--- config.mk ---
export PLATFORM = sky130hd
export DESIGN_NAME = sd_load_top
export DESIGN_NICKNAME = d
export VERILOG_FILES = /design/src/sd_load_pkg.sv /design/src/sd_rd_if.sv /design/src/sd_load_arbiter.sv /design/src/sd_load_top.sv /design/src/sd_model_loader.sv /design/src/sd_sector_reader.sv
export VERILOG_INCLUDE_DIRS = /design/src /design/src/include
export SDC_FILE = /design/constraint.sdc
export NUM_CORES = 1
export LEC_CHECK = 0
export ABC_AREA = 1
export BUFFER_PORTS_ARGS = -buffer_cell sky130_fd_sc_hd__buf_2
export CAP_MARGIN = 40
export CORE_ASPECT_RATIO = 1.25
export CORE_MARGIN = 3
export CORE_UTILIZATION = 50
export CTS_BUF_LIST = sky130_fd_sc_hd__clkbuf_16
export DETAILED_ROUTE_END_ITERATION = 16
export GPL_TIMING_DRIVEN = 1
export PLACE_DENSITY = 0.74
export SLEW_MARGIN = 20
export SYNTH_ARGS = -nofsm -noshare
export SYNTH_HDL_FRONTEND = slang
export SYNTH_SLANG_ARGS = --single-unit
--- constraint.sdc ---
create_clock -name clk -period 2.55 [get_ports clk]
set_input_delay 0.1275 -clock clk [delete_from_list [all_inputs] [get_ports clk]]
set_output_delay 0.1275 -clock clk [all_outputs]
set_load 0.02 [all_outputs]
--- src/include/sd_load_config.svh ---
`ifndef SD_LOAD_CONFIG_SVH
`define SD_LOAD_CONFIG_SVH

//**********************************************************************
// sd load subsystem sizing
//**********************************************************************

// 16-bit words in one sd sector
`define SD_SECTOR_WORDS 256

// peer loaders sharing the sector reader, arbiter is built for 2
`define SD_NUM_LOADERS 2

// data word width on the read and ddr sides
`define SD_WORD_W 16

`endif

--- src/sd_load_pkg.sv ---
`include "sd_load_config.svh"

package sd_load_pkg;

    typedef logic [31:0]                         sec_addr_t;  // sd sector address
    typedef logic [16:0]                         sec_cnt_t;   // sector count
    typedef logic [`SD_WORD_W-1:0]               sd_word_t;   // one data word
    typedef logic [$clog2(`SD_SECTOR_WORDS)-1:0] word_idx_t;  // word inside a sector

    typedef enum logic [1:0] {
        LD_IDLE,
        LD_WAIT_SECTOR,
        LD_DONE
    } loader_state_t;

    typedef enum logic [1:0] {
        ARB_IDLE,
        ARB_GRANTED,
        ARB_RELEASE
    } arb_state_t;

    typedef enum logic [1:0] {
        RD_IDLE,
        RD_FETCH,
        RD_DRAIN
    } reader_state_t;

endpackage

--- src/sd_rd_if.sv ---
`timescale 1ns/1ps

interface sd_rd_if;
    import sd_load_pkg::*;

    logic      rd_start_en;     // one-cycle start pulse
    sec_addr_t rd_sec_addr;     // sector, valid with the pulse
    logic      rd_busy;         // sector in flight
    logic      sd_rd_val_en;    // one pulse per word
    sd_word_t  sd_rd_val_data;

    modport loader (
        output rd_start_en, rd_sec_addr,
        input  rd_busy, sd_rd_val_en, sd_rd_val_data
    );

    modport arb_up (
        input  rd_start_en, rd_sec_addr,
        output rd_busy, sd_rd_val_en, sd_rd_val_data
    );

    modport reader (
        input  rd_start_en, rd_sec_addr,
        output rd_busy, sd_rd_val_en, sd_rd_val_data
    );

endinterface

--- src/sd_load_arbiter.sv ---
`timescale 1ns/1ps
`include "sd_load_config.svh"

module sd_load_arbiter (
    input  logic    clk,
    input  logic    rst_n,
    sd_rd_if.arb_up up0,
    sd_rd_if.arb_up up1,
    sd_rd_if.loader down
);
    import sd_load_pkg::*;

    arb_state_t                 state;
    logic [`SD_NUM_LOADERS-1:0] pend;        // latched requests
    logic [`SD_NUM_LOADERS-1:0] own;         // one-hot owner of the reader
    logic [`SD_NUM_LOADERS-1:0] grant_vec;
    sec_addr_t                  pend_addr0;
    sec_addr_t                  pend_addr1;
    logic                       rr_last;     // loader granted last time
    logic                       grant_sel;
    logic                       can_grant;
    logic                       fwd;         // start still to be replayed
    logic                       busy_d;
    logic                       busy_fall;

    assign can_grant = (state != ARB_GRANTED) && (|pend);
    assign grant_sel = (&pend) ? ~rr_last : pend[1];  // alternate when both wait
    assign grant_vec = can_grant ? (grant_sel ? 2'b10 : 2'b01) : 2'b00;
    assign busy_fall = busy_d & ~down.rd_busy;

    // request capture
    always_ff @(posedge clk) begin
        if (up0.rd_start_en)
            pend_addr0 <= up0.rd_sec_addr;
        if (up1.rd_start_en)
            pend_addr1 <= up1.rd_sec_addr;
    end

    //******************************************************************
    // grant control
    //******************************************************************

    always_ff @(posedge clk) begin
        if (!rst_n) begin
            state            <= ARB_IDLE;
            pend             <= '0;
            own              <= '0;
            rr_last          <= 1'b1;       // loader 0 wins the first tie
            fwd              <= 1'b0;
            busy_d           <= 1'b0;
            down.rd_start_en <= 1'b0;
        end else begin
            busy_d           <= down.rd_busy;
            down.rd_start_en <= 1'b0;
            pend <= (pend & ~grant_vec) | {up1.rd_start_en, up0.rd_start_en};
            case (state)
                ARB_IDLE, ARB_RELEASE: begin
                    if (can_grant) begin
                        state   <= ARB_GRANTED;
                        own     <= grant_vec;
                        rr_last <= grant_sel;
                        fwd     <= 1'b1;
                    end else begin
                        state <= ARB_IDLE;
                    end
                end
                ARB_GRANTED: begin
                    if (fwd) begin
                        down.rd_start_en <= 1'b1;   // replay toward the reader
                        fwd              <= 1'b0;
                    end
                    if (busy_fall) begin
                        state <= ARB_RELEASE;
                        own   <= '0;
                    end
                end
                default: state <= ARB_IDLE;
            endcase
        end
    end

    always_ff @(posedge clk) begin
        if (state == ARB_GRANTED && fwd)
            down.rd_sec_addr <= own[1] ? pend_addr1 : pend_addr0;
    end

    // returns go to the owner only
    assign up0.rd_busy        = own[0] & down.rd_busy;
    assign up0.sd_rd_val_en   = own[0] & down.sd_rd_val_en;
    assign up0.sd_rd_val_data = down.sd_rd_val_data;
    assign up1.rd_busy        = own[1] & down.rd_busy;
    assign up1.sd_rd_val_en   = own[1] & down.sd_rd_val_en;
    assign up1.sd_rd_val_data = down.sd_rd_val_data;

    // a sector in flight always has exactly one owner
    a_one_owner: assert property (@(posedge clk) disable iff (!rst_n)
        down.rd_busy |-> $onehot(own));

    // a new request never lands on one still waiting for its grant
    a_keep_pend0: assert property (@(posedge clk) disable iff (!rst_n)
        up0.rd_start_en |-> !pend[0]);

    a_keep_pend1: assert property (@(posedge clk) disable iff (!rst_n)
        up1.rd_start_en |-> !pend[1]);

endmodule

--- src/sd_load_top.sv ---
`timescale 1ns/1ps

module sd_load_top (
    input  logic                   clk,
    input  logic                   rst_n,

    input  sd_load_pkg::sec_addr_t  sec_start_0,
    input  sd_load_pkg::sec_cnt_t   sec_num_0,
    input  sd_load_pkg::sec_addr_t  sec_start_1,
    input  sd_load_pkg::sec_cnt_t   sec_num_1,

    output logic                   card_rd_en,
    output sd_load_pkg::sec_addr_t  card_rd_sec,
    output sd_load_pkg::word_idx_t  card_rd_idx,
    input  sd_load_pkg::sd_word_t   card_rd_data,

    output logic                   ddr_wr_en_0,
    output logic                   ddr_wr_last_0,
    output sd_load_pkg::sd_word_t   ddr_wr_data_0,

    output logic                   ddr_wr_en_1,
    output logic                   ddr_wr_last_1,
    output sd_load_pkg::sd_word_t   ddr_wr_data_1
);

    //******************************************************************
    // sector-read channels
    //******************************************************************

    sd_rd_if rd_if_0 ();            // loader 0 to arbiter
    sd_rd_if rd_if_1 ();            // loader 1 to arbiter
    sd_rd_if rd_if_sh ();           // arbiter to shared reader

    sd_model_loader u_loader_0 (
        .clk         (clk),
        .rst_n       (rst_n),
        .sec_start   (sec_start_0),
        .sec_num     (sec_num_0),
        .rd          (rd_if_0.loader),
        .ddr_wr_en   (ddr_wr_en_0),
        .ddr_wr_last (ddr_wr_last_0),
        .ddr_wr_data (ddr_wr_data_0)
    );

    sd_model_loader u_loader_1 (
        .clk         (clk),
        .rst_n       (rst_n),
        .sec_start   (sec_start_1),
        .sec_num     (sec_num_1),
        .rd          (rd_if_1.loader),
        .ddr_wr_en   (ddr_wr_en_1),
        .ddr_wr_last (ddr_wr_last_1),
        .ddr_wr_data (ddr_wr_data_1)
    );

    sd_load_arbiter u_arbiter (
        .clk   (clk),
        .rst_n (rst_n),
        .up0   (rd_if_0.arb_up),
        .up1   (rd_if_1.arb_up),
        .down  (rd_if_sh.loader)
    );

    sd_sector_reader u_reader (
        .clk          (clk),
        .rst_n        (rst_n),
        .rd           (rd_if_sh.reader),
        .card_rd_en   (card_rd_en),
        .card_rd_sec  (card_rd_sec),
        .card_rd_idx  (card_rd_idx),
        .card_rd_data (card_rd_data)
    );

endmodule

--- src/sd_model_loader.sv ---
`timescale 1ns/1ps
`include "sd_load_config.svh"

module sd_model_loader (
    input  logic                  clk,
    input  logic                  rst_n,
    input  sd_load_pkg::sec_addr_t sec_start,
    input  sd_load_pkg::sec_cnt_t  sec_num,
    sd_rd_if.loader               rd,
    output logic                  ddr_wr_en,
    output logic                  ddr_wr_last,
    output sd_load_pkg::sd_word_t  ddr_wr_data
);
    import sd_load_pkg::*;

    loader_state_t state;
    logic          busy_d0;
    logic          busy_d1;
    logic          busy_fall;       // one sector finished
    sec_cnt_t      sec_done;        // sectors finished so far
    sec_cnt_t      last_sec_idx;
    word_idx_t     word_cnt;        // word position inside the sector
    logic          last_sector;
    logic          end_of_sector;

    //******************************************************************
    // sector end detection
    //******************************************************************

    always_ff @(posedge clk) begin
        if (!rst_n) begin
            busy_d0 <= 1'b0;
            busy_d1 <= 1'b0;
        end else begin
            busy_d0 <= rd.rd_busy;
            busy_d1 <= busy_d0;
        end
    end

    assign busy_fall     = busy_d1 & ~busy_d0;
    assign last_sec_idx  = sec_num - sec_cnt_t'(1);
    assign last_sector   = (state == LD_WAIT_SECTOR) && (sec_done == last_sec_idx);
    assign end_of_sector = (word_cnt == word_idx_t'(`SD_SECTOR_WORDS - 1));

    //******************************************************************
    // sector request sequencing
    //******************************************************************

    always_ff @(posedge clk) begin
        if (!rst_n) begin
            state          <= LD_IDLE;
            rd.rd_start_en <= 1'b0;
            sec_done       <= '0;
        end else begin
            rd.rd_start_en <= 1'b0;
            case (state)
                LD_IDLE: begin
                    if (sec_num == '0) begin
                        state <= LD_DONE;           // nothing to load
                    end else begin
                        rd.rd_start_en <= 1'b1;
                        state          <= LD_WAIT_SECTOR;
                    end
                end
                LD_WAIT_SECTOR: begin
                    if (busy_fall) begin
                        sec_done <= sec_done + sec_cnt_t'(1);
                        if (last_sector)
                            state <= LD_DONE;
                        else
                            rd.rd_start_en <= 1'b1; // next sector
                    end
                end
                LD_DONE: state <= LD_DONE;          // held until reset
                default: state <= LD_IDLE;
            endcase
        end
    end

    always_ff @(posedge clk) begin
        if (state == LD_IDLE)
            rd.rd_sec_addr <= sec_start;
        else if (busy_fall)
            rd.rd_sec_addr <= rd.rd_sec_addr + sec_addr_t'(1);
    end

    //******************************************************************
    // ddr write side
    //******************************************************************

    always_ff @(posedge clk) begin
        if (!rst_n) begin
            ddr_wr_en   <= 1'b0;
            ddr_wr_last <= 1'b0;
            word_cnt    <= '0;
        end else begin
            ddr_wr_en   <= rd.sd_rd_val_en;
            ddr_wr_last <= rd.sd_rd_val_en & last_sector & end_of_sector;
            if (rd.sd_rd_val_en)
                word_cnt <= end_of_sector ? '0 : word_cnt + word_idx_t'(1);
        end
    end

    always_ff @(posedge clk) begin
        if (rd.sd_rd_val_en)
            ddr_wr_data <= rd.sd_rd_val_data;
    end

    // last strobe lines up with the end of the final sector
    a_last_with_en: assert property (@(posedge clk) disable iff (!rst_n)
        ddr_wr_last |-> ddr_wr_en && !rd.rd_busy);

    a_no_start_busy: assert property (@(posedge clk) disable iff (!rst_n)
        rd.rd_start_en |-> !rd.rd_busy);

endmodule

--- src/sd_sector_reader.sv ---
`timescale 1ns/1ps
`include "sd_load_config.svh"

module sd_sector_reader (
    input  logic                   clk,
    input  logic                   rst_n,
    sd_rd_if.reader                rd,
    output logic                   card_rd_en,
    output sd_load_pkg::sec_addr_t  card_rd_sec,
    output sd_load_pkg::word_idx_t  card_rd_idx,
    input  sd_load_pkg::sd_word_t   card_rd_data
);
    import sd_load_pkg::*;

    reader_state_t state;
    sec_addr_t     sec_q;           // sector being fetched
    word_idx_t     idx;
    logic          rd_en_d;         // card answers one cycle later
    logic          last_idx;

    assign last_idx = (idx == word_idx_t'(`SD_SECTOR_WORDS - 1));

    //******************************************************************
    // card fetch sequencing
    //******************************************************************

    always_ff @(posedge clk) begin
        if (!rst_n) begin
            state <= RD_IDLE;
            idx   <= '0;
        end else begin
            case (state)
                RD_IDLE: begin
                    if (rd.rd_start_en) begin
                        state <= RD_FETCH;
                        idx   <= '0;
                    end
                end
                RD_FETCH: begin
                    idx <= idx + word_idx_t'(1);
                    if (last_idx)
                        state <= RD_DRAIN;      // wait for the final answer
                end
                RD_DRAIN: state <= RD_IDLE;
                default:  state <= RD_IDLE;
            endcase
        end
    end

    always_ff @(posedge clk) begin
        if (state == RD_IDLE && rd.rd_start_en)
            sec_q <= rd.rd_sec_addr;
    end

    always_ff @(posedge clk) begin
        if (!rst_n)
            rd_en_d <= 1'b0;
        else
            rd_en_d <= card_rd_en;
    end

    assign card_rd_en  = (state == RD_FETCH);
    assign card_rd_sec = sec_q;
    assign card_rd_idx = idx;

    // busy covers fetch plus the trailing answer
    assign rd.rd_busy        = (state != RD_IDLE);
    assign rd.sd_rd_val_en   = rd_en_d;
    assign rd.sd_rd_val_data = card_rd_data;

    a_no_start_busy: assert property (@(posedge clk) disable iff (!rst_n)
        rd.rd_start_en |-> !rd.rd_busy);

endmodule

==> results of run 1 <==
stage by stage:
step                      cells  util, %
after floorplan            1519        -
after global placement     2046    56.40
after detailed placement   2047    56.45
after CTS                  2185    62.78
after global routing       2185    62.78
final                      2185    62.78
cell families (layout without fill, tap and decap cells):
family                     Yosys count  in the layout
buffers and inverters              178            494
xor gates and xnor gates            84             84
and+or+nand+nor                    809            809
AOI/OAI and AO/OA                  122            122
adders and majority gates           17             17
DFF                                309            309
sequential cells by signal (all words and copies together) (netlist names), 2 cells and up:
register and cells:
u_loader_1.rd.rd_sec_addr 32, u_loader_1.state 2, u_loader_0.ddr_wr_data 16, u_loader_1.ddr_wr_data 16, u_reader.card_rd_sec 32, u_arbiter.down.rd_sec_addr 32
u_reader.state 2, u_loader_0.word_cnt 8, u_arbiter.pend 2, u_loader_0.state 2, u_loader_0.sec_done 17, u_arbiter.pend_addr1 32
u_arbiter.pend_addr0 32, u_loader_0.rd.rd_sec_addr 32, u_arbiter.state 2, u_arbiter.own 2, u_loader_1.sec_done 17, u_reader.card_rd_idx 8
u_loader_1.word_cnt 8
report_power, final:
group / total (uW) / leakage (uW) / switching (uW) / internal, uW
Clock: 4290 / 0.000520 / 1820 / 2460
Sequential: 7970 / 0.00280 / 872 / 7100
Combinational: 3490 / 0.00395 / 2320 / 1170
Total: 15700 / 0.00727 / 5010 / 10700
per-layer routing:
layer / vias up / part of all wire, %
met1: 5104 / 41
met4: 0 / 2.7
met3: 67 / 4.9
met2: 298 / 51
met5: - / 0
li1: 5569 / -
cell usage after synthesis (10+ instances only):
cell | instances | area share (%)
a21oi_1 | 44 | 1.5
nor2_1 | 141 | 3.7
edfxtp_1 | 224 | 47
ha_1 | 17 | 1.5
nand4_1 | 13 | 0.57
o21ai_1 | 10 | 0.35
dfxtp_1 | 85 | 12
xor2_1 | 55 | 3.3
nand3_1 | 55 | 1.9
o21ai_0 | 45 | 1.6
inv_1 | 135 | 3.5
nand2_1 | 482 | 13
nor2_2 | 15 | 0.65
nor2_4 | 18 | 1.4
nor3_1 | 30 | 1.0
clkbuf_1 | 24 | 0.63
nand3_2 | 10 | 0.70
xnor2_1 | 29 | 1.8
path summary, 6_finish.rpt:
kind / cells after the start / slack, ns / to
worst max-delay path: 12 / 0.45 / u_loader_1.rd.rd_sec_addr[28]
worst min-delay path: 3 / 0.13 / u_arbiter.rr_last
worst max register to register: 12 / 0.45 / u_loader_1.rd.rd_sec_addr[28]
worst min register to register: 0 / 0.41 / u_reader.card_rd_sec[21]
layout make-up:
type                    instances  area, sq um  share of cell area (%)
repair buffers                288         1889                   10.75
clock buffers                  32        800.8                   4.557
inverters                     148        555.5                   3.161
flip-flops and latches        309         8428                   47.96
well taps                     350        437.9                   2.492
clock inverters                26        168.9                  0.9612
multi-input cells            1032         5293                   30.12
repair_timing:
item | 4_1_cts | 5_1_grt
setup buffers | 0 | 0
gates resized for setup | 0 | 0
hold buffers | 80 | 0
hold endpoints to repair | 96 | 0
worst max-delay path, delay by kind of cell (launching register included):
| family | cells | cell delay [ns] |
|---|---|---|
| AND/OR/NAND/NOR | 11 | 1.25 |
| flip-flops | 1 | 0.42 |
| adder cells (fa/ha/maj) | 1 | 0.22 |
==> run summary, run 1 <==
Status - finished clean
Number of global-route vias before repair - 10950
Setup crit end kind - flip-flop
GPL Wtd Cong - 0.9283
P_leak - 0.007275 uW
Hold Violations, Final - 0
Power after layout - 15750 uW
Via density - 5.052
Area Growth Syn to Fin - 22.13%
Mapped Area - 0.01439 sq mm
CP Launch Type - flip-flop
Synth cell types - 48
Pin count of the biggest net entering global routing - 45
Met1 usage - 24.18%
Top_reg_cell synth - edfxtp_1
Commonest non-fill, non-tap cell in the layout - nand2_1
WHS - 0.1314 ns
Sequential area share after synthesis - 58.57%
DR vias - 11040
Clock Tree Root - clkbuf_16
Setup CP Type - flip-flop to flip-flop
Least-Margin Pin Slew - 0.6971 ns
Synth Area in XOR/XNOR - 5.113%
Die area - 0.03086 sq mm
Final setup TNS - 0 ns
Final worst path period share - 82.22%
Worst-path clk slew - 0.07 ns
Hold WC Path Type - input port to flip-flop
Layout Nets - 1943
WL final - 31.42 mm
Slew HR - 53.48%
Worst EP arrival - 2.42 ns
Hold Path Origin - rst_n
Met2 global-route usage - 36.71%
Power Density - 896.1 mW/mm^2
Htree depth - 1
Compound-Gate Fraction of Synth Area - 4.678%
Die height - 195.7 microns
Placed cell area - 0.01580 sq mm
Number of max-cap violations - 0
Global-route wire length before repair - 51.09 mm
Main combinational cell family by area after synthesis - simple AND/OR/NAND/NOR gates
Syn Inst Count - 1519
Antenna-violating nets left - 0
EDFF count, synth - 224
RSZ-0062 raised after global routing - false
Starting Density - 51.40%
Tmin final - 2.097 ns
Worst-skew pair later-pin latency - 0.56 ns
IO Count - 193
Worst VDD drop - 0.6400 mV
Clock Sinks - 309
CTS buffer count - 31
Critical Path Start - u_loader_1.rd.rd_sec_addr[0]
Initial antenna violation count - 0
DRC Markers - 0
Wire length per cell - 14.38 microns
1st-pass router iterations - 6
Crit path cell chain - ha_1 -> nand3_2 -> nor2_4 -> nand3_2 -> nor2_4 -> nand2_4 -> nor3_4 -> nand4_2 -> nor2_1 -> nand2_1 -> nand3_1 -> nand2_1
Seq cells post-synth - 309
Synth Area in Adders - 1.478%
Final count of negative-setup-slack endpoints - 0
Final clock skew - 0.01963 ns
Total gr overflow - 0
Fin area - 0.01757 sq mm
CP max stage cell - edfxtp_1
CTS tree - done
Row cnt - 68
Fill cell count - 2216
Mean Syn Cell Area - 9.473 sq um
Port Buffers - 192
GRT busiest layer - met2
Clock Path Buffers - 3
FFs w/ async S/R, synth - 0%
Core Box Area - 0.02799 sq mm
Largest stage delay, worst path - 0.42 ns
Synth Area in Simple Gates - 25.48%
Post-synthesis mux area share - 0%
Worst slack, placed - 0.4483 ns
Most frequent cells in the layout - nand2_1, edfxtp_1, buf_2
All-Layer GR Usage - 20.04%
Detail Placement HPWL - 22.39 mm
R2r startpoint - u_loader_1.rd.rd_sec_addr[0]
M3 GR Usage - 2.670%
Synth warnings - 0
Share of layout cells above drive strength 1 - 17.98%
Die W - 157.7 microns
Syn_nets - 1652
Peak Freq - 477.0 MHz
WP data required - 2.87 ns
DRT iter0 DRCs - 648
CP Max Fanout - 4
Antenna diodes - 0
Final max-slew violation count - 0
Worst setup margin - 0.4534 ns
Note: power is estimated with default switching activity, not from simulation.
==> run 2: changes to the inputs <==
- ABC_AREA: 1 -> 0
- clock period: 2.55 -> 2.1 ns (I/O delays scaled with it)
==> run 2 against run 1 <==
Against the previous run:
- the flow now finishes with violations (setup timing)
- largest cell class unchanged
- maximum frequency decreased by 5.7%
- critical path type unchanged
- final area increased by 3.0%
- die area decreased by 3.7%
- combinational power increased by 37%
- via count decreased by 6.5%
- setup slack got worse by 0.58 ns
- sequential power increased by 20%
- synthesized cell count decreased by 24%
- register-to-register slack got worse by 0.58 ns
- clock-buffer cell count increased by 2
==> run summary, run 2 <==
Top_reg_cell synth - edfxtp_1
DRC Markers - 0 (unchanged)
DR vias - 10320 (-6.5%)
CP Max Fanout - 4 (unchanged)
Area Growth Syn to Fin - 30.92%
Worst-path clk slew - 0.06 ns (about the same)
Synth cell types - 60 (+25%)
DRT iter0 DRCs - 603 (-6.9%)
Final clock skew - 0.01706 ns (-0.002575 ns)
Area leader, netlist - edfxtp_1
Final cell count without fillers - 1927 (-12%)
Power Density - 1088 mW/mm^2 (+21%)
Worst-skew pair later-pin latency - 0.54 ns (-0.02 ns)
Synth area leaders - edfxtp_1, dfxtp_1, xnor2_1
Clock Sinks - 309 (unchanged)
CP Launch Type - flip-flop
Hold Violations, Final - 0 (unchanged)
GPL Wtd Cong - 0.8787 (-5.3%)
CTS tree - done
Final worst path period share - 105.9% (+24 points)
Power after layout - 19700 uW (+25%)
All-Layer GR Usage - 21.73% (+1.7 points)
WL final - 33.34 mm (+6.1%)
Failing checks - setup timing
Post-synth top cells - edfxtp_1, nand2_1, dfxtp_1
Least-Margin Pin Slew - 0.5089 ns (-0.1882 ns)
Htree depth - 1 (unchanged)
Setup CP Type - flip-flop to flip-flop
Core Util, Final - 67.08% (+4.3 points)
Sequential area share after synthesis - 60.94% (+2.4 points)
Internal power - 13860 uW (+29%)
Share of layout cells above drive strength 1 - 28.45% (+10 points)
Worst slack, placed - -0.4957 ns (-0.9440 ns)
Mapped Area - 0.01383 sq mm (-3.9%)
Setup crit end kind - flip-flop
Syn Inst Count - 1153 (-24%)
Largest stage delay, worst path - 0.41 ns (about the same)
Worst EP arrival - 2.65 ns (+0.23 ns)
WP data required - 2.53 ns (-0.34 ns)
Status - finished, violations left
Number of max-cap violations - 0 (unchanged)
Sequential share of power - 48.6% (-2.0 points)
Final count of negative-setup-slack endpoints - 2 (+2)
Slew HR - 66.07% (+13 points)
Worst VDD drop - 0.9888 mV (+55%)
Port Buffers - 192 (unchanged)
Hold WC Path Type - input port to flip-flop
Most common cell in the synthesized netlist - edfxtp_1
Fin area - 0.01811 sq mm (+3.0%)
FFs w/ async S/R, synth - 0% (unchanged)
Clock Path Buffers - 3 (unchanged)
Worst setup margin - -0.1230 ns (-0.5764 ns)
Peak Freq - 449.8 MHz (-5.7%)
Wire length per cell - 17.30 microns (+20%)
Seq cells post-synth - 309 (unchanged)
Synth warnings - 0 (unchanged)
Tmin final - 2.223 ns (+0.1264 ns)
Die area - 0.02971 sq mm (-3.7%)
1st-pass router iterations - 5 (-1)
Antenna-violating nets left - 0 (unchanged)
Initial antenna violation count - 0 (unchanged)
CTS buffer count - 30 (-3.2%)
Starting Density - 51.24% (-0.17 points)
Total gr overflow - 0 (unchanged)
Commonest non-fill, non-tap cell in the layout - edfxtp_1
IO Count - 193 (unchanged)
Pin count of the biggest net entering global routing - 56 (+24%)
Global-route wire length before repair - 52.30 mm (+2.4%)
Clock power share - 27.1% (about the same)
Via density - 5.357 (+6.0%)
Die W - 154.8 microns (-1.9%)
EDFF count, synth - 224 (unchanged)
Clock Tree Root - clkbuf_16
Syn_nets - 1286 (-22%)
Layout Nets - 1692 (-13%)
Synth top area share - 48.63% (+1.9 points)
Switching Share - 29.65% (-2.2 points)
Final max-slew violation count - 0 (unchanged)
Die height - 192.0 microns (-1.9%)
Gate power share - 24.3% (+2.1 points)
Fill cell count - 1959 (-12%)
Row cnt - 67 (-1.5%)
Placed insts - 1783 (-13%)
Number of global-route vias before repair - 10550 (-3.7%)
Most frequent cells in the layout - edfxtp_1, buf_2, buf_4
RSZ-0062 raised after global routing - true
CP max stage cell - or4_4
Core Box Area - 0.02699 sq mm (-3.6%)
Mean Syn Cell Area - 12.00 sq um (+27%)
Detail Placement HPWL - 22.85 mm (+2.1%)
Sw power - 5842 uW (+17%)
Crit path cell chain - or3b_4 -> or4_4 -> nand4_1 -> a21bo_1 -> a2111oi_4 -> nor3_1 -> a211o_1
Antenna diodes - 0 (unchanged)
Placed cell area - 0.01615 sq mm (+2.2%)
P_leak - 0.007117 uW (-2.2%)
run 2: final cells by class:
class / instances / area, sq um / share of cell area, %
Timing Repair Buffer: 409 / 2815 / 15.55
Sequential cell: 309 / 8431 / 46.56
Tap cell: 345 / 431.7 / 2.384
Inverter: 25 / 111.4 / 0.6150
Clock buffer: 34 / 850.8 / 4.699
Clock inverter: 21 / 148.9 / 0.8223
Multi-Input combinational cell: 784 / 5319 / 29.37
run 2: what timing repair did:
action                                  in CTS  in global routing
setup buffers                                0                  9
hold buffers                                80                  0
hold endpoints to repair                    96                  0
endpoints found under the setup margin       4                 22
pin swaps                                    1                  3
gates resized for setup                      2                 21
run 2: logic make-up (layout without fill, tap and decap cells):
kind of cell,Yosys count,after routing,synth area share (%)
mux,42,42,3.374
compound gates,130,130,5.926
xor+xnor,150,150,9.707
simple gates,445,445,16.82
flops,309,309,60.94
buf+inv,60,489,1.701
fa+ha+maj,17,17,1.538
run 2: power groups by stage:
stage | registers [uW] | logic [uW] | clock network, uW
final | 9570 | 4790 | 5340
after global routing | 9740 | 5280 | 5660
after CTS | 9550 | 4610 | 5420
after detailed placement | 9670 | 4460 | 0
after global placement | 9570 | 4300 | 0
after floorplan | 9640 | 2520 | 0
run 2: critical path: cells and delay by family, from the launching register on:
kind | cells | cell delay [ns]
AOI/OAI and AO/OA | 3 | 0.78
DFF | 1 | 0.33
and+or+nand+nor | 4 | 1.00
run 2: worst paths after layout:
| path | from | to | slack, ns | cells past startpoint |
|---|---|---|---|---|
| setup reg to reg | u_loader_0.sec_done[6] | u_loader_0.state[0] | -0.12 | 7 |
| setup / recovery | u_loader_0.sec_done[6] | u_loader_0.state[0] | -0.12 | 7 |
| hold reg to reg | u_arbiter.down.rd_sec_addr[27] | u_reader.card_rd_sec[27] | 0.42 | 0 |
| hold / removal | rst_n | u_loader_1.word_cnt[1] | 0.04 | 2 |
run 2: per-layer routing:
layer / global-route usage (%) / wire (microns) / up-vias
li1: - / - / 5003
met1: 26.06 / 13060 / 4914
met2: 40.97 / 17650 / 344
met3: 2.524 / 1924 / 61
met4: 6.320 / 713 / 0
met5: 0 / 0 / -
run 2: stage by stage:
step	hold slack, ns	TNS, ns
floorplan	0.2039	-0.6668
global placement	0.2941	-2.420
detailed placement	0.2987	-2.613
CTS	0.03588	-0.2285
global route	0.05884	-0.6990
finish	0.04365	-0.2216
